`src/verilog/uart_pkg.sv`:
```
`default_nettype none

package uart_pkg;
	localparam int clks_per_bit = 12; // 12 MHz clock gives 1 Mbaud
	localparam int cnt_w = $clog2(clks_per_bit);

	typedef logic [7:0] byte_t;
	typedef logic [cnt_w-1:0] bit_cnt_t; // counts clock cycles within one bit

	localparam bit_cnt_t bit_last = bit_cnt_t'(clks_per_bit - 1); // final cycle of a bit
	localparam bit_cnt_t half_last = bit_cnt_t'(clks_per_bit / 2 - 1); // middle of the start bit
endpackage

`default_nettype wire

```
`src/verilog/protocol_pkg.sv`:
```
`default_nettype none

package protocol_pkg;
	// framing characters of the command protocol
	localparam uart_pkg::byte_t start_char = 8'h01;
	localparam uart_pkg::byte_t end_char = 8'h17;
	localparam uart_pkg::byte_t escape_char = 8'h1B; // next byte is taken literally

	localparam logic [2:0] max_payload = 3'd6; // command byte, address and four data bytes

	typedef logic [6:0] periph_t;
	typedef logic [7:0] reg_addr_t;
	typedef logic [31:0] reg_data_t;
	typedef logic [2:0] reg_size_t; // reply size in bytes

	localparam periph_t scratch_periph = 7'd1;
	localparam reg_size_t scratch_size = 3'd4;
endpackage

`default_nettype wire

```
`src/verilog/uart_rx.sv`:
```
`default_nettype none

module uart_rx (
	input wire clk_12MHz,
	input wire reset,
	input wire rx,
	output uart_pkg::byte_t rx_byte,
	output logic rx_valid
);
	typedef enum logic [1:0] {rx_idle, rx_start, rx_data, rx_stop} rx_state_t;

	rx_state_t state;
	logic [1:0] rx_sync;
	uart_pkg::bit_cnt_t bit_cnt;
	logic [2:0] bit_idx;
	uart_pkg::byte_t shift;

	always_ff @(posedge clk_12MHz)
	begin
		if (reset)
		begin
			rx_sync <= 2'b11; // idle line is high
			state <= rx_idle;
			bit_cnt <= '0;
			bit_idx <= '0;
			rx_valid <= 1'b0;
		end
		else
		begin
			rx_sync <= {rx_sync[0], rx}; // bit 1 is the synchronised line
			rx_valid <= 1'b0;
			case (state)
				rx_idle:
					if (!rx_sync[1])
					begin
						state <= rx_start;
						bit_cnt <= '0;
					end
				rx_start:
					if (bit_cnt == uart_pkg::half_last)
					begin
						bit_cnt <= '0;
						bit_idx <= '0;
						state <= rx_sync[1] ? rx_idle : rx_data; // a short glitch is no start bit
					end
					else
						bit_cnt <= bit_cnt + 1'b1;
				rx_data:
					if (bit_cnt == uart_pkg::bit_last)
					begin
						bit_cnt <= '0;
						shift <= {rx_sync[1], shift[7:1]}; // data arrives lsb first
						bit_idx <= bit_idx + 1'b1;
						if (bit_idx == 3'd7)
							state <= rx_stop;
					end
					else
						bit_cnt <= bit_cnt + 1'b1;
				rx_stop:
					if (bit_cnt == uart_pkg::bit_last)
					begin
						rx_valid <= rx_sync[1]; // framing error drops the byte
						rx_byte <= shift;
						state <= rx_idle;
					end
					else
						bit_cnt <= bit_cnt + 1'b1;
				default:
					state <= rx_idle;
			endcase
		end
	end

	// consumers count bytes by pulses, so a stretched pulse would duplicate one
	assert property (@(posedge clk_12MHz) disable iff (reset) rx_valid |=> !rx_valid);
endmodule

`default_nettype wire

```
`src/verilog/frame_decoder.sv`:
```
`default_nettype none

module frame_decoder (
	input wire clk_12MHz,
	input wire reset,
	input wire uart_pkg::byte_t rx_byte,
	input wire rx_valid,
	input wire cmd_busy,
	output logic cmd_valid,
	output logic cmd_read,
	output protocol_pkg::periph_t cmd_periph,
	output protocol_pkg::reg_addr_t cmd_addr,
	output protocol_pkg::reg_data_t cmd_wdata
);
	uart_pkg::byte_t buffer [protocol_pkg::max_payload];
	logic [2:0] count;
	logic in_frame;
	logic escape;
	logic is_start;
	logic is_end;
	logic is_escape;
	logic special;
	logic clear_buf;
	logic store_byte;

	always_comb
	begin
		is_start = rx_byte == protocol_pkg::start_char;
		is_end = rx_byte == protocol_pkg::end_char;
		is_escape = rx_byte == protocol_pkg::escape_char;
		special = !escape && (is_start || is_end || is_escape); // escaped bytes are plain data
		clear_buf = rx_valid && is_start && !escape; // a start restarts the frame at any time
		store_byte = rx_valid && in_frame && !special && count < protocol_pkg::max_payload;
	end

	always_ff @(posedge clk_12MHz)
	begin
		if (reset)
		begin
			in_frame <= 1'b0;
			escape <= 1'b0;
			count <= '0;
			cmd_valid <= 1'b0;
		end
		else
		begin
			cmd_valid <= 1'b0;
			if (clear_buf)
			begin
				in_frame <= 1'b1;
				count <= '0;
			end
			else if (rx_valid && in_frame && special && is_end)
			begin
				in_frame <= 1'b0;
				cmd_valid <= count > 3'd1 && !cmd_busy; // needs at least command byte and address
			end
			else if (rx_valid && in_frame && special)
				escape <= 1'b1;
			else if (rx_valid && in_frame)
			begin
				escape <= 1'b0;
				if (store_byte)
					count <= count + 1'b1;
			end
		end
	end

	always_ff @(posedge clk_12MHz)
	begin
		if (clear_buf)
			buffer <= '{default: '0}; // missing data bytes read as zero
		else if (store_byte)
			buffer[count] <= rx_byte;
	end

	assign cmd_read = buffer[0][7];
	assign cmd_periph = buffer[0][6:0];
	assign cmd_addr = buffer[1];
	assign cmd_wdata = {buffer[5], buffer[4], buffer[3], buffer[2]}; // least significant byte first

	assert property (@(posedge clk_12MHz) disable iff (reset)
		count <= protocol_pkg::max_payload);
endmodule

`default_nettype wire

```
`src/verilog/bus_master.sv`:
```
`default_nettype none

module bus_master (
	input wire clk_12MHz,
	input wire reset,
	input wire cmd_valid,
	input wire cmd_read,
	input wire protocol_pkg::periph_t cmd_periph,
	input wire protocol_pkg::reg_addr_t cmd_addr,
	input wire protocol_pkg::reg_data_t cmd_wdata,
	output logic cmd_busy,
	output protocol_pkg::reg_addr_t bus_addr,
	output protocol_pkg::reg_data_t bus_wdata,
	output logic wr_strobe,
	output logic rd_strobe,
	input wire protocol_pkg::reg_data_t bank_rdata,
	input wire enc_busy,
	output logic reply_valid,
	output uart_pkg::byte_t reply_periph_byte,
	output protocol_pkg::reg_addr_t reply_addr,
	output protocol_pkg::reg_data_t reply_data,
	output protocol_pkg::reg_size_t reply_size
);
	typedef enum logic [2:0] {bm_idle, bm_write, bm_read, bm_reply, bm_drain} bm_state_t;

	bm_state_t state;
	logic cmd_hit;
	logic hit;

	assign cmd_hit = cmd_periph == protocol_pkg::scratch_periph;
	assign cmd_busy = state != bm_idle;
	assign reply_addr = bus_addr;
	assign reply_data = hit ? bank_rdata : '0; // every other peripheral reads as zero
	assign reply_size = hit ? protocol_pkg::scratch_size : '0;

	always_ff @(posedge clk_12MHz)
	begin
		if (reset)
		begin
			state <= bm_idle;
			wr_strobe <= 1'b0;
			rd_strobe <= 1'b0;
			reply_valid <= 1'b0;
		end
		else
		begin
			wr_strobe <= 1'b0;
			rd_strobe <= 1'b0;
			reply_valid <= 1'b0;
			case (state)
				bm_idle:
					if (cmd_valid)
					begin
						if (cmd_read)
						begin
							rd_strobe <= cmd_hit;
							state <= bm_read;
						end
						else
						begin
							wr_strobe <= cmd_hit;
							state <= bm_write;
						end
					end
				bm_write:
				begin
					rd_strobe <= hit; // read back the value just written
					state <= bm_read;
				end
				bm_read:
				begin
					reply_valid <= 1'b1; // bank_rdata is settled from the next cycle on
					state <= bm_reply;
				end
				bm_reply:
					state <= bm_drain; // encoder raises enc_busy at the end of this cycle
				bm_drain:
					if (!enc_busy)
						state <= bm_idle;
				default:
					state <= bm_idle;
			endcase
		end
	end

	always_ff @(posedge clk_12MHz)
	begin
		if (cmd_valid)
		begin
			hit <= cmd_hit;
			bus_addr <= cmd_addr;
			bus_wdata <= cmd_wdata;
			reply_periph_byte <= {cmd_read, cmd_periph}; // echo the original command byte
		end
	end

	assert property (@(posedge clk_12MHz) disable iff (reset) !(wr_strobe && rd_strobe));
endmodule

`default_nettype wire

```
`src/verilog/register_bank.sv`:
```
`default_nettype none

module register_bank (
	input wire clk_12MHz,
	input wire reset,
	input wire protocol_pkg::reg_addr_t bus_addr,
	input wire protocol_pkg::reg_data_t bus_wdata,
	input wire wr_strobe,
	input wire rd_strobe,
	output protocol_pkg::reg_data_t bank_rdata
);
	protocol_pkg::reg_data_t regs [4];
	logic [1:0] index;

	assign index = bus_addr[1:0]; // upper address bits alias onto the four registers

	always_ff @(posedge clk_12MHz)
	begin
		if (reset)
			regs <= '{default: '0};
		else if (wr_strobe)
			regs[index] <= bus_wdata;
	end

	always_ff @(posedge clk_12MHz)
	begin
		if (rd_strobe)
			bank_rdata <= regs[index]; // held until the next read
	end
endmodule

`default_nettype wire

```
`src/verilog/reply_encoder.sv`:
```
`default_nettype none

module reply_encoder (
	input wire clk_12MHz,
	input wire reset,
	input wire reply_valid,
	input wire uart_pkg::byte_t reply_periph_byte,
	input wire protocol_pkg::reg_addr_t reply_addr,
	input wire protocol_pkg::reg_data_t reply_data,
	input wire protocol_pkg::reg_size_t reply_size,
	output logic enc_busy,
	output uart_pkg::byte_t tx_byte,
	output logic tx_start,
	input wire tx_busy
);
	typedef enum logic [1:0] {enc_idle, enc_send, enc_flush} enc_state_t;

	enc_state_t state;
	uart_pkg::byte_t periph_q;
	protocol_pkg::reg_addr_t addr_q;
	protocol_pkg::reg_data_t data_q;
	logic [3:0] last_pos;
	logic [3:0] pos;
	logic [3:0] data_idx;
	logic esc_done;
	uart_pkg::byte_t cur_byte;
	logic framing;
	logic need_esc;
	logic send_now;
	logic send_esc;

	// pos 0 is the start character, 1 the command byte, 2 the address, then data, then end
	always_comb
	begin
		data_idx = pos - 4'd3;
		framing = pos == 4'd0 || pos == last_pos;
		if (pos == 4'd0)
			cur_byte = protocol_pkg::start_char;
		else if (pos == last_pos)
			cur_byte = protocol_pkg::end_char;
		else if (pos == 4'd1)
			cur_byte = periph_q;
		else if (pos == 4'd2)
			cur_byte = addr_q;
		else
			cur_byte = data_q[{data_idx[1:0], 3'b000} +: 8];
		need_esc = !framing && (cur_byte == protocol_pkg::start_char
			|| cur_byte == protocol_pkg::end_char || cur_byte == protocol_pkg::escape_char);
		send_now = state == enc_send && !tx_busy && !tx_start; // tx_busy lags tx_start by a cycle
		send_esc = need_esc && !esc_done;
	end

	assign enc_busy = state != enc_idle;

	always_ff @(posedge clk_12MHz)
	begin
		if (reset)
		begin
			state <= enc_idle;
			tx_start <= 1'b0;
			pos <= '0;
			esc_done <= 1'b0;
		end
		else
		begin
			tx_start <= send_now;
			case (state)
				enc_idle:
					if (reply_valid)
					begin
						state <= enc_send;
						pos <= '0;
						esc_done <= 1'b0;
					end
				enc_send:
					if (send_now && send_esc)
						esc_done <= 1'b1; // the byte itself follows the escape
					else if (send_now)
					begin
						esc_done <= 1'b0;
						if (pos == last_pos)
							state <= enc_flush;
						else
							pos <= pos + 1'b1;
					end
				enc_flush:
					if (!tx_busy && !tx_start)
						state <= enc_idle; // end character has left the line
				default:
					state <= enc_idle;
			endcase
		end
	end

	always_ff @(posedge clk_12MHz)
	begin
		if (state == enc_idle && reply_valid)
		begin
			periph_q <= reply_periph_byte;
			addr_q <= reply_addr;
			data_q <= reply_data;
			last_pos <= {1'b0, reply_size} + 4'd3;
		end
		if (send_now)
			tx_byte <= send_esc ? protocol_pkg::escape_char : cur_byte;
	end

	// a start while the transmitter is busy would be lost
	assert property (@(posedge clk_12MHz) disable iff (reset) tx_start |-> !tx_busy);
endmodule

`default_nettype wire

```
`src/verilog/uart_tx.sv`:
```
`default_nettype none

module uart_tx (
	input wire clk_12MHz,
	input wire reset,
	input wire uart_pkg::byte_t tx_byte,
	input wire tx_start,
	output logic tx_busy,
	output logic tx
);
	uart_pkg::bit_cnt_t bit_cnt;
	logic [3:0] bit_idx;
	logic [8:0] shift;

	always_ff @(posedge clk_12MHz)
	begin
		if (reset)
		begin
			tx <= 1'b1;
			tx_busy <= 1'b0;
			bit_cnt <= '0;
			bit_idx <= '0;
		end
		else if (!tx_busy)
		begin
			if (tx_start)
			begin
				tx <= 1'b0; // start bit
				shift <= {1'b1, tx_byte}; // stop bit sits above the data
				bit_cnt <= '0;
				bit_idx <= '0;
				tx_busy <= 1'b1;
			end
		end
		else if (bit_cnt != uart_pkg::bit_last)
			bit_cnt <= bit_cnt + 1'b1;
		else
		begin
			bit_cnt <= '0;
			if (bit_idx == 4'd9)
				tx_busy <= 1'b0; // stop bit is complete
			else
			begin
				tx <= shift[0]; // lsb first
				shift <= {1'b1, shift[8:1]};
				bit_idx <= bit_idx + 1'b1;
			end
		end
	end
endmodule

`default_nettype wire

```
`src/verilog/uniboard_top.sv`:
```
`default_nettype none

module uniboard_top (
	input wire clk_12MHz,
	input wire reset,
	input wire uart_rx,
	output logic uart_tx
);
	uart_pkg::byte_t rx_byte;
	logic rx_valid;
	logic cmd_valid;
	logic cmd_read;
	protocol_pkg::periph_t cmd_periph;
	protocol_pkg::reg_addr_t cmd_addr;
	protocol_pkg::reg_data_t cmd_wdata;
	logic cmd_busy;
	protocol_pkg::reg_addr_t bus_addr;
	protocol_pkg::reg_data_t bus_wdata;
	logic wr_strobe;
	logic rd_strobe;
	protocol_pkg::reg_data_t bank_rdata;
	logic enc_busy;
	logic reply_valid;
	uart_pkg::byte_t reply_periph_byte;
	protocol_pkg::reg_addr_t reply_addr;
	protocol_pkg::reg_data_t reply_data;
	protocol_pkg::reg_size_t reply_size;
	uart_pkg::byte_t tx_byte;
	logic tx_start;
	logic tx_busy;

	uart_rx u_rx (.clk_12MHz(clk_12MHz), .reset(reset), .rx(uart_rx),
		.rx_byte(rx_byte), .rx_valid(rx_valid));

	frame_decoder u_decoder (.clk_12MHz(clk_12MHz), .reset(reset),
		.rx_byte(rx_byte), .rx_valid(rx_valid), .cmd_busy(cmd_busy),
		.cmd_valid(cmd_valid), .cmd_read(cmd_read), .cmd_periph(cmd_periph),
		.cmd_addr(cmd_addr), .cmd_wdata(cmd_wdata));

	bus_master u_master (.clk_12MHz(clk_12MHz), .reset(reset),
		.cmd_valid(cmd_valid), .cmd_read(cmd_read), .cmd_periph(cmd_periph),
		.cmd_addr(cmd_addr), .cmd_wdata(cmd_wdata), .cmd_busy(cmd_busy),
		.bus_addr(bus_addr), .bus_wdata(bus_wdata), .wr_strobe(wr_strobe),
		.rd_strobe(rd_strobe), .bank_rdata(bank_rdata), .enc_busy(enc_busy),
		.reply_valid(reply_valid), .reply_periph_byte(reply_periph_byte),
		.reply_addr(reply_addr), .reply_data(reply_data), .reply_size(reply_size));

	register_bank u_bank (.clk_12MHz(clk_12MHz), .reset(reset),
		.bus_addr(bus_addr), .bus_wdata(bus_wdata), .wr_strobe(wr_strobe),
		.rd_strobe(rd_strobe), .bank_rdata(bank_rdata));

	reply_encoder u_encoder (.clk_12MHz(clk_12MHz), .reset(reset),
		.reply_valid(reply_valid), .reply_periph_byte(reply_periph_byte),
		.reply_addr(reply_addr), .reply_data(reply_data), .reply_size(reply_size),
		.enc_busy(enc_busy), .tx_byte(tx_byte), .tx_start(tx_start), .tx_busy(tx_busy));

	uart_tx u_tx (.clk_12MHz(clk_12MHz), .reset(reset), .tx_byte(tx_byte),
		.tx_start(tx_start), .tx_busy(tx_busy), .tx(uart_tx));
endmodule

`default_nettype wire

```
`config.mk`:
```
export PLATFORM = sky130hd
export DESIGN_NAME = uniboard_top
export DESIGN_NICKNAME = d
export VERILOG_FILES = /design/src/verilog/uart_pkg.sv /design/src/verilog/protocol_pkg.sv /design/src/verilog/uart_rx.sv /design/src/verilog/frame_decoder.sv /design/src/verilog/bus_master.sv /design/src/verilog/register_bank.sv /design/src/verilog/reply_encoder.sv /design/src/verilog/uart_tx.sv /design/src/verilog/uniboard_top.sv
export SDC_FILE = /design/constraint.sdc
export NUM_CORES = 1
export LEC_CHECK = 0
export BUFFER_PORTS_ARGS = -buffer_cell sky130_fd_sc_hd__buf_2
export CORE_UTILIZATION = 50
export CTS_CLUSTER_DIAMETER = 100
export DETAILED_ROUTE_END_ITERATION = 16
export PLACE_DENSITY = 0.67
export SYNTH_ARGS = -nofsm -noshare
export SYNTH_HDL_FRONTEND = slang
export SYNTH_SLANG_ARGS = --single-unit
```
`constraint.sdc`:
```
create_clock -name clk_12MHz -period 2.95 [get_ports clk_12MHz]
set_input_delay 0.295 -clock clk_12MHz [delete_from_list [all_inputs] [get_ports clk_12MHz]]
set_output_delay 0.295 -clock clk_12MHz [all_outputs]
set_load 0.05 [all_outputs]
```
; ---- Word level (Yosys, flattened, before mapping)
; Cells that the tools add are included.
[totals]
reg_bits = 384
inputBits = 3
output_inout_bits = 1
elab_cells = 242
[op_classes]
addsub = 8
magnitude_cmp = 6
eq_ne = 41
shifts = 1
n_mux = 74
bitwise = 10
n_reduce_logical = 58
[op_table]
columns = operator, count
row1 = bitwise mux 128 bit, 1
row2 = 2-to-1 mux 32 bit, 3
row3 = binary-select mux 32 bit (select 2 bit), 1
row4 = demux 32 bit (select 2 bit), 1
row5 = 2-to-1 mux 4 bit, 14
row6 = bitwise mux 48 bit, 1
row7 = 2-to-1 mux 8 bit, 5
row8 = 2-to-1 mux 9 bit, 4
row9 = == test 8 x 5 -> 1 bit (second input constant), 4
row10 = indexed part select 32 x 6 -> 8 bit, 1
row11 = demux 8 bit (select 3 bit), 1
row12 = 2-to-1 mux 2 bit, 12
row13 = inequality test 2 bit (second input constant), 10
row14 = logical AND 1 bit, 18
row15 = 2-to-1 mux 1 bit, 18
row16 = AND reduction 3 bit, 6
row17 = adder 4 x 1 -> 4 bit (second input constant), 4
row18 = == test 8 x 1 -> 1 bit (second input constant), 2
row19 = case mux 4 bit (4 select lines), 1
row20 = 2-to-1 mux 3 bit, 5
row21 = case mux 3 bit (5 select lines), 1
row22 = AND reduction 5 bit, 3
row23 = inequality test 2 x 1 -> 1 bit (second input constant), 6
row24 = nonzero test 2 bit, 6
row25 = 41 further kinds, 70

; ---- Logic depth before layout (Yosys ltp)
[depth]
word_depth = 14
depth_mapped = 12
ltp_nobuf = 10

; ---- Modules after synthesis
; Synthesis repeated with hierarchy kept, for this count alone.
[unflattened]
hier_cells = 1236
hier_area_um2 = 16067.9
[by_module_without_submodules]
columns = mod, n_inst, cells_per_inst, area_each_um2, seq_area_each_um2
row1 = register_bank, 1, 526, 6861.6, 3523.4
row2 = reply_encoder, 1, 206, 2960.3, 1961.9
row3 = frame_decoder, 1, 221, 2232.1, 1081.0
row4 = bus_master, 1, 122, 2035.7, 1591.5
row5 = uart_rx, 1, 83, 1109.8, 720.7
row6 = uart_tx, 1, 78, 868.3, 440.4

; ---- Worst setup path before layout
; No wires, ideal clock.
[synth_timing]
kind = reg2reg
from = reg u_encoder.pos[0]
to = reg u_encoder.pos[2]
setup_time_ps = 123
t_arrival_ps = 3000
t_required_ps = 2827
slack_ps = -173
stages_incl_launch_ff = 13
path_buffers = 2
period_less_slack_ps = 3123
path_cell_list = dfxtp_1 -> buf_6 -> inv_1 -> ha_1 -> clkbuf_1 -> mux4_2 -> a211oi_1 -> o21a_1 -> nor3_1 -> a32oi_2 -> a31oi_1 -> or4_1 -> mux2_1
[synth_between]
elab_chain_len = 14
elab_cells_between_ends = 28
cone_classes = add/sub: 2 / eq/ne: 8 / shift: 1 / mux: 8 / reduce/logical: 9
[synth_lines]
columns = element, line
row1 = start: declaration, reply_encoder.sv:23  ; logic [3:0] pos;
row2 = start signal: assignment, reply_encoder.sv:84  ; pos <= pos + 1'b1;
row3 = subtractor 2 bit, reply_encoder.sv:35  ; data_idx = pos - 4'd3;
row4 = indexed part select 32 x 6 -> 8 bit, reply_encoder.sv:46  ; cur_byte = data_q[{data_idx[1:0], 3'b000} +: 8];
row5 = 2-to-1 mux 8 bit, reply_encoder.sv:43  ; else if (pos == 4'd2)
row6 = 2-to-1 mux 8 bit, reply_encoder.sv:41  ; else if (pos == 4'd1)
row7 = 2-to-1 mux 8 bit, reply_encoder.sv:39  ; else if (pos == last_pos)
row8 = 2-to-1 mux 8 bit, reply_encoder.sv:37  ; if (pos == 4'd0)
row9 = == test 8 x 1 -> 1 bit / == test 8 x 5 -> 1 bit (equally long branches), "reply_encoder.sv:47, reply_encoder.sv:48"
row10 = logical OR 1 bit (2 in a row), reply_encoder.sv:48  ; || cur_byte == protocol_pkg::end_char || cur_byte == protocol_pkg::escape_char);
row11 = logical AND 1 bit, reply_encoder.sv:47  ; need_esc = !framing && (cur_byte == protocol_pkg::start_char
row12 = logical AND 1 bit, reply_encoder.sv:50  ; send_esc = need_esc && !esc_done;
row13 = logical AND 1 bit, reply_encoder.sv:76  ; if (send_now && send_esc)
row14 = inequality test 2 bit (no source line), -
row15 = AND reduction 5 bit (no source line), -
; Several ways; a longest one is shown, not always the timed one. The select of a mux whose other input is x is not followed.
; A chain may end at the register's enable or synchronous reset.

; ---- Final worst setup path
; Ends and elaborated chain as after synthesis.

==> out/results.ini <==
[synthesis]
yosys.area_share.adder_pct=1.52
most_area_hungry_cell_type_in_the_yosys_netlist=edfxtp_1
synth.yosys.warnings=0
synth.lib_cells_used.distinct=64
ys_async_sr_fraction_pct=0
synth_enable_flop_cells=162
postSynthNetCount=1325
synth_seq_area_share_pct=62.4
synth_area_um2=14800
synth_ff_type=dfxtp_1
synthSimpleGateAreaFrac_pct=15.2
synth_top_cell_area_share_pct=32.9
ys_top_cells_by_area=edfxtp_1, dfxtp_1, nand2_1
syn-instance-count=1304
synth_mux_area_share_pct=10.1
largest_family_of_logic_cells_by_synthesized_area=simple AND/OR/NAND/NOR gates
synth-compound-area-share_pct=7.70
synth.ff_latch_count=380
synth_xor_xnor_area_share_pct=0.474
synthesized_area_per_cell_um2=11.3

[die]
die_w_um=174
fp.dieArea_um2=30300
die_h_um=174
ios=4
effective_utilization_at_floorplan_pct=51.2
core_area_um2=28900
row_count=62

[critical_path]
slowest_stage=or4_4
setup_crit_path_kind=flip-flop to flip-flop
start_kind=flip-flop
crit_path_start=u_encoder.pos[0]
cp.required_ps=3370
crit_path_max_incr_delay_ps=550
timing.critical_path.max_delay_family=simple AND/OR/NAND/NOR gates
worst_ep_arrival_time_ps=3310
critical_path.reg2reg.startpoint=u_encoder.pos[0]
crit_end_category=flip-flop
worst_path_cell_trace=inv_2, buf_4, ha_2, or3b_4, nand3_1, and3_4, nor3_2, a32oi_4, a31oi_4, or4_4, mux2_4
critical_path_peak_fanout=5
critical_path_buf_inv_count=2

[timing]
hold_viol=0
finalSetupViolCount=0
max_freq_mhz=346
timing_max_transition_violations_final=0
min_period_over_period_pct=98.1
fin_tns_setup_ps=0
finalWorstPathRequiredPeriod_ps=2890
timing_worst_slew_pin_value_ps=951
rsz0062_at_grt=true
relSlewSlack_pct=36.6
fin_skew_ps=12.0

[detailed_routing]
dr_total_vias=9606
detail-route-antenna-nets=0
drt-wirelength-per-cell_um=18.5
dr.first_iter.drc_count=740
route.detailed.drc=0
vias_per_cell=5.52
detailedRoute.firstPassIterationCount=5
route.final.wire_length_um=32200

[place]
placed_cell_area_um2=15400
port_buffers=3
weighted_congestion_at_the_end_of_routability_driven_global_placement=0.851
dpl.hpwl_um=19700

[pwr]
share_comb_of_total_power_pct=1.0
power_report.internal_total_mw=8.59
power_switching_mw=2.10
static-leakage-power_nw=5.92
vdd_ir_drop_max_mv=0.703
power_density_nw_per_um2=628
switching_share_of_power_pct=19.7
flop_pwr_share_pct=51.0
power.share.clock_pct=47.9

[hold_path]
min-delay-start=reset
hold_path.class=primary input to flip-flop

[grt]
grt_util_met3_pct=3.46
gr-usage-met1_pct=29.7
wire_length_of_the_first_global_routing_pass_um=51000
global_route_track_usage_on_met2_pct=35.5
grt_antenna_before_repair=0
grt.busiest_layer=met2
via_count_of_the_first_global_routing_pass=9290
grt_overflow_total=0
total_global_routing_track_utilization_pct=21.6
grt_start_max_net_pins=109

[clock_tree]
ctsLongestPathBuffers=3
cts.reportedPaths.clkPinSlew_ps=60
cts_sinks=380
tritoncts=built
clock_latency_ps=530
cts_root_buffer=clkbuf_16
cts_buffers=41
clock_tree.htree_level_count=2

[finish]
antennaDiodeCount=0
finalNetCount=1345
postLayoutCoreUtil_pct=59.0
final_area_um2=17000
synthToLayoutAreaGrowth_pct=15.2
fill_cells=2324
share_of_post_route_cells_with_drive_strength_above_1_pct=15.3

[status]
status=complete, no violations

[job]
drv_cap=0

==> through the flow <==
step / instances / hold WS, ps / setup WS (ps) / total power [mW]
3_5_place_dp: 1662 / 400 / -69.0 / 5.68
2_1_floorplan: 1304 / 389 / 13.1 / 5.65
6_report: 1741 / 286 / 57.1 / 10.7
4_1_cts: 1739 / 276 / 13.6 / 10.8
3_3_place_gp: 1662 / 402 / -27.4 / 5.67
5_1_grt: 1741 / 298 / -38.0 / 11.0
==> layout make-up <==
cell class	instances	area [µm²]	area share (%)
Clock buffer	66	1260	7.43
Clock inverter	10	105	0.617
Inverter	19	71.3	0.419
Multi-Input combinational cell	824	5360	31.5
Sequential cell	380	9230	54.2
Tap cell	384	480	2.82
Timing Repair Buffer	58	519	3.05
==> sequential cells by signal, indices dropped and copies added (netlist names), 32 cells and up, named ones only <==
signal,flops
u_decoder.cmd_wdata,32
u_bank.regs,128
u_master.bus_wdata,32
u_bank.bank_rdata,32
u_encoder.data_q,32
==> layout by cell type, fill, tap and decap left out, drive strengths merged, types with 4 or more instances in the layout <==
cell     count
nand4        5
nor3b        4
mux4        40
ha          18
nor2b        5
nand2      278
clkbuf      66
and3        12
inv         20
or3b         4
nor2        92
nor4         4
a21oi      150
and2        33
xor2         5
a22oi        5
nand3       16
or2          8
buf         57
nand3b       7
a2111oi      4
edfxtp     162
o21ai       11
mux2i       48
dfxtp      218
mux2         8
nor3        19
clkinv       5
a211oi       5
nand2b       4
==> per-layer routing <==
metal  wire, µm  up-vias
met5          0        -
met4        694        0
met3       1870       50
met2      15300      266
met1      14300     4668
li1           -     4622
==> path summary, 6_finish.rpt <==
kind,depth (start not counted),slack [ps],to
max,11,60,u_encoder.pos[2]
max reg2reg,11,60,u_encoder.pos[2]
min,2,290,u_tx.bit_cnt[2]
min reg2reg,0,420,u_encoder.periph_q[0]
==> Yosys cell counts, types with 4 or more instances <==
cell type	n
a211oi_1	5
a21oi_1	150
a22oi_1	5
and2_1	33
and3_1	12
buf_1	5
buf_2	4
clkbuf_1	71
dfxtp_1	218
edfxtp_1	162
ha_1	18
inv_1	19
mux2_2	7
mux2i_1	48
mux4_1	4
mux4_2	36
nand2_1	278
nand2b_1	4
nand3_1	16
nand3b_1	7
nand4_1	5
nor2_1	92
nor2b_1	5
nor3_1	17
nor4_1	4
o21ai_0	10
or2_2	7
xor2_1	5
==> logic make-up after synthesis <==
logic type	Yosys count
buffers and inverters	100
muxes	96
xor gates and xnor gates	8
and+or+nand+nor	503
adders and majority gates	18
AOI/OAI and AO/OA	199
DFF	380
==> worst reg2reg max path: cells and delay by family, from the launching register on <==
kind            cells  cell delay (ps)
fa+ha+maj           1              190
mux                 1              310
buf+inv             2              210
compound gates      2              340
simple gates        5             1400
flops               1              340
==> power by group through the flow <==
stage                     logic [mW]  clock network (mW)  registers, mW
after floorplan               0.0815                   0           5.57
after global placement         0.105                   0           5.57
after detailed placement       0.107                   0           5.57
after CTS                      0.109                5.21           5.46
after global routing           0.121                5.45           5.46
final                          0.110                5.13           5.46
==> timing repair <==
item                       in CTS  in global routing
hold endpoints to repair        1                  0
hold buffers                    1                  0
pin swaps                       0                  9
setup endpoints to repair       2                  4
gates resized for setup         7                 33
buffers inserted                0                  2
Note: power is estimated with default switching activity, not from simulation.
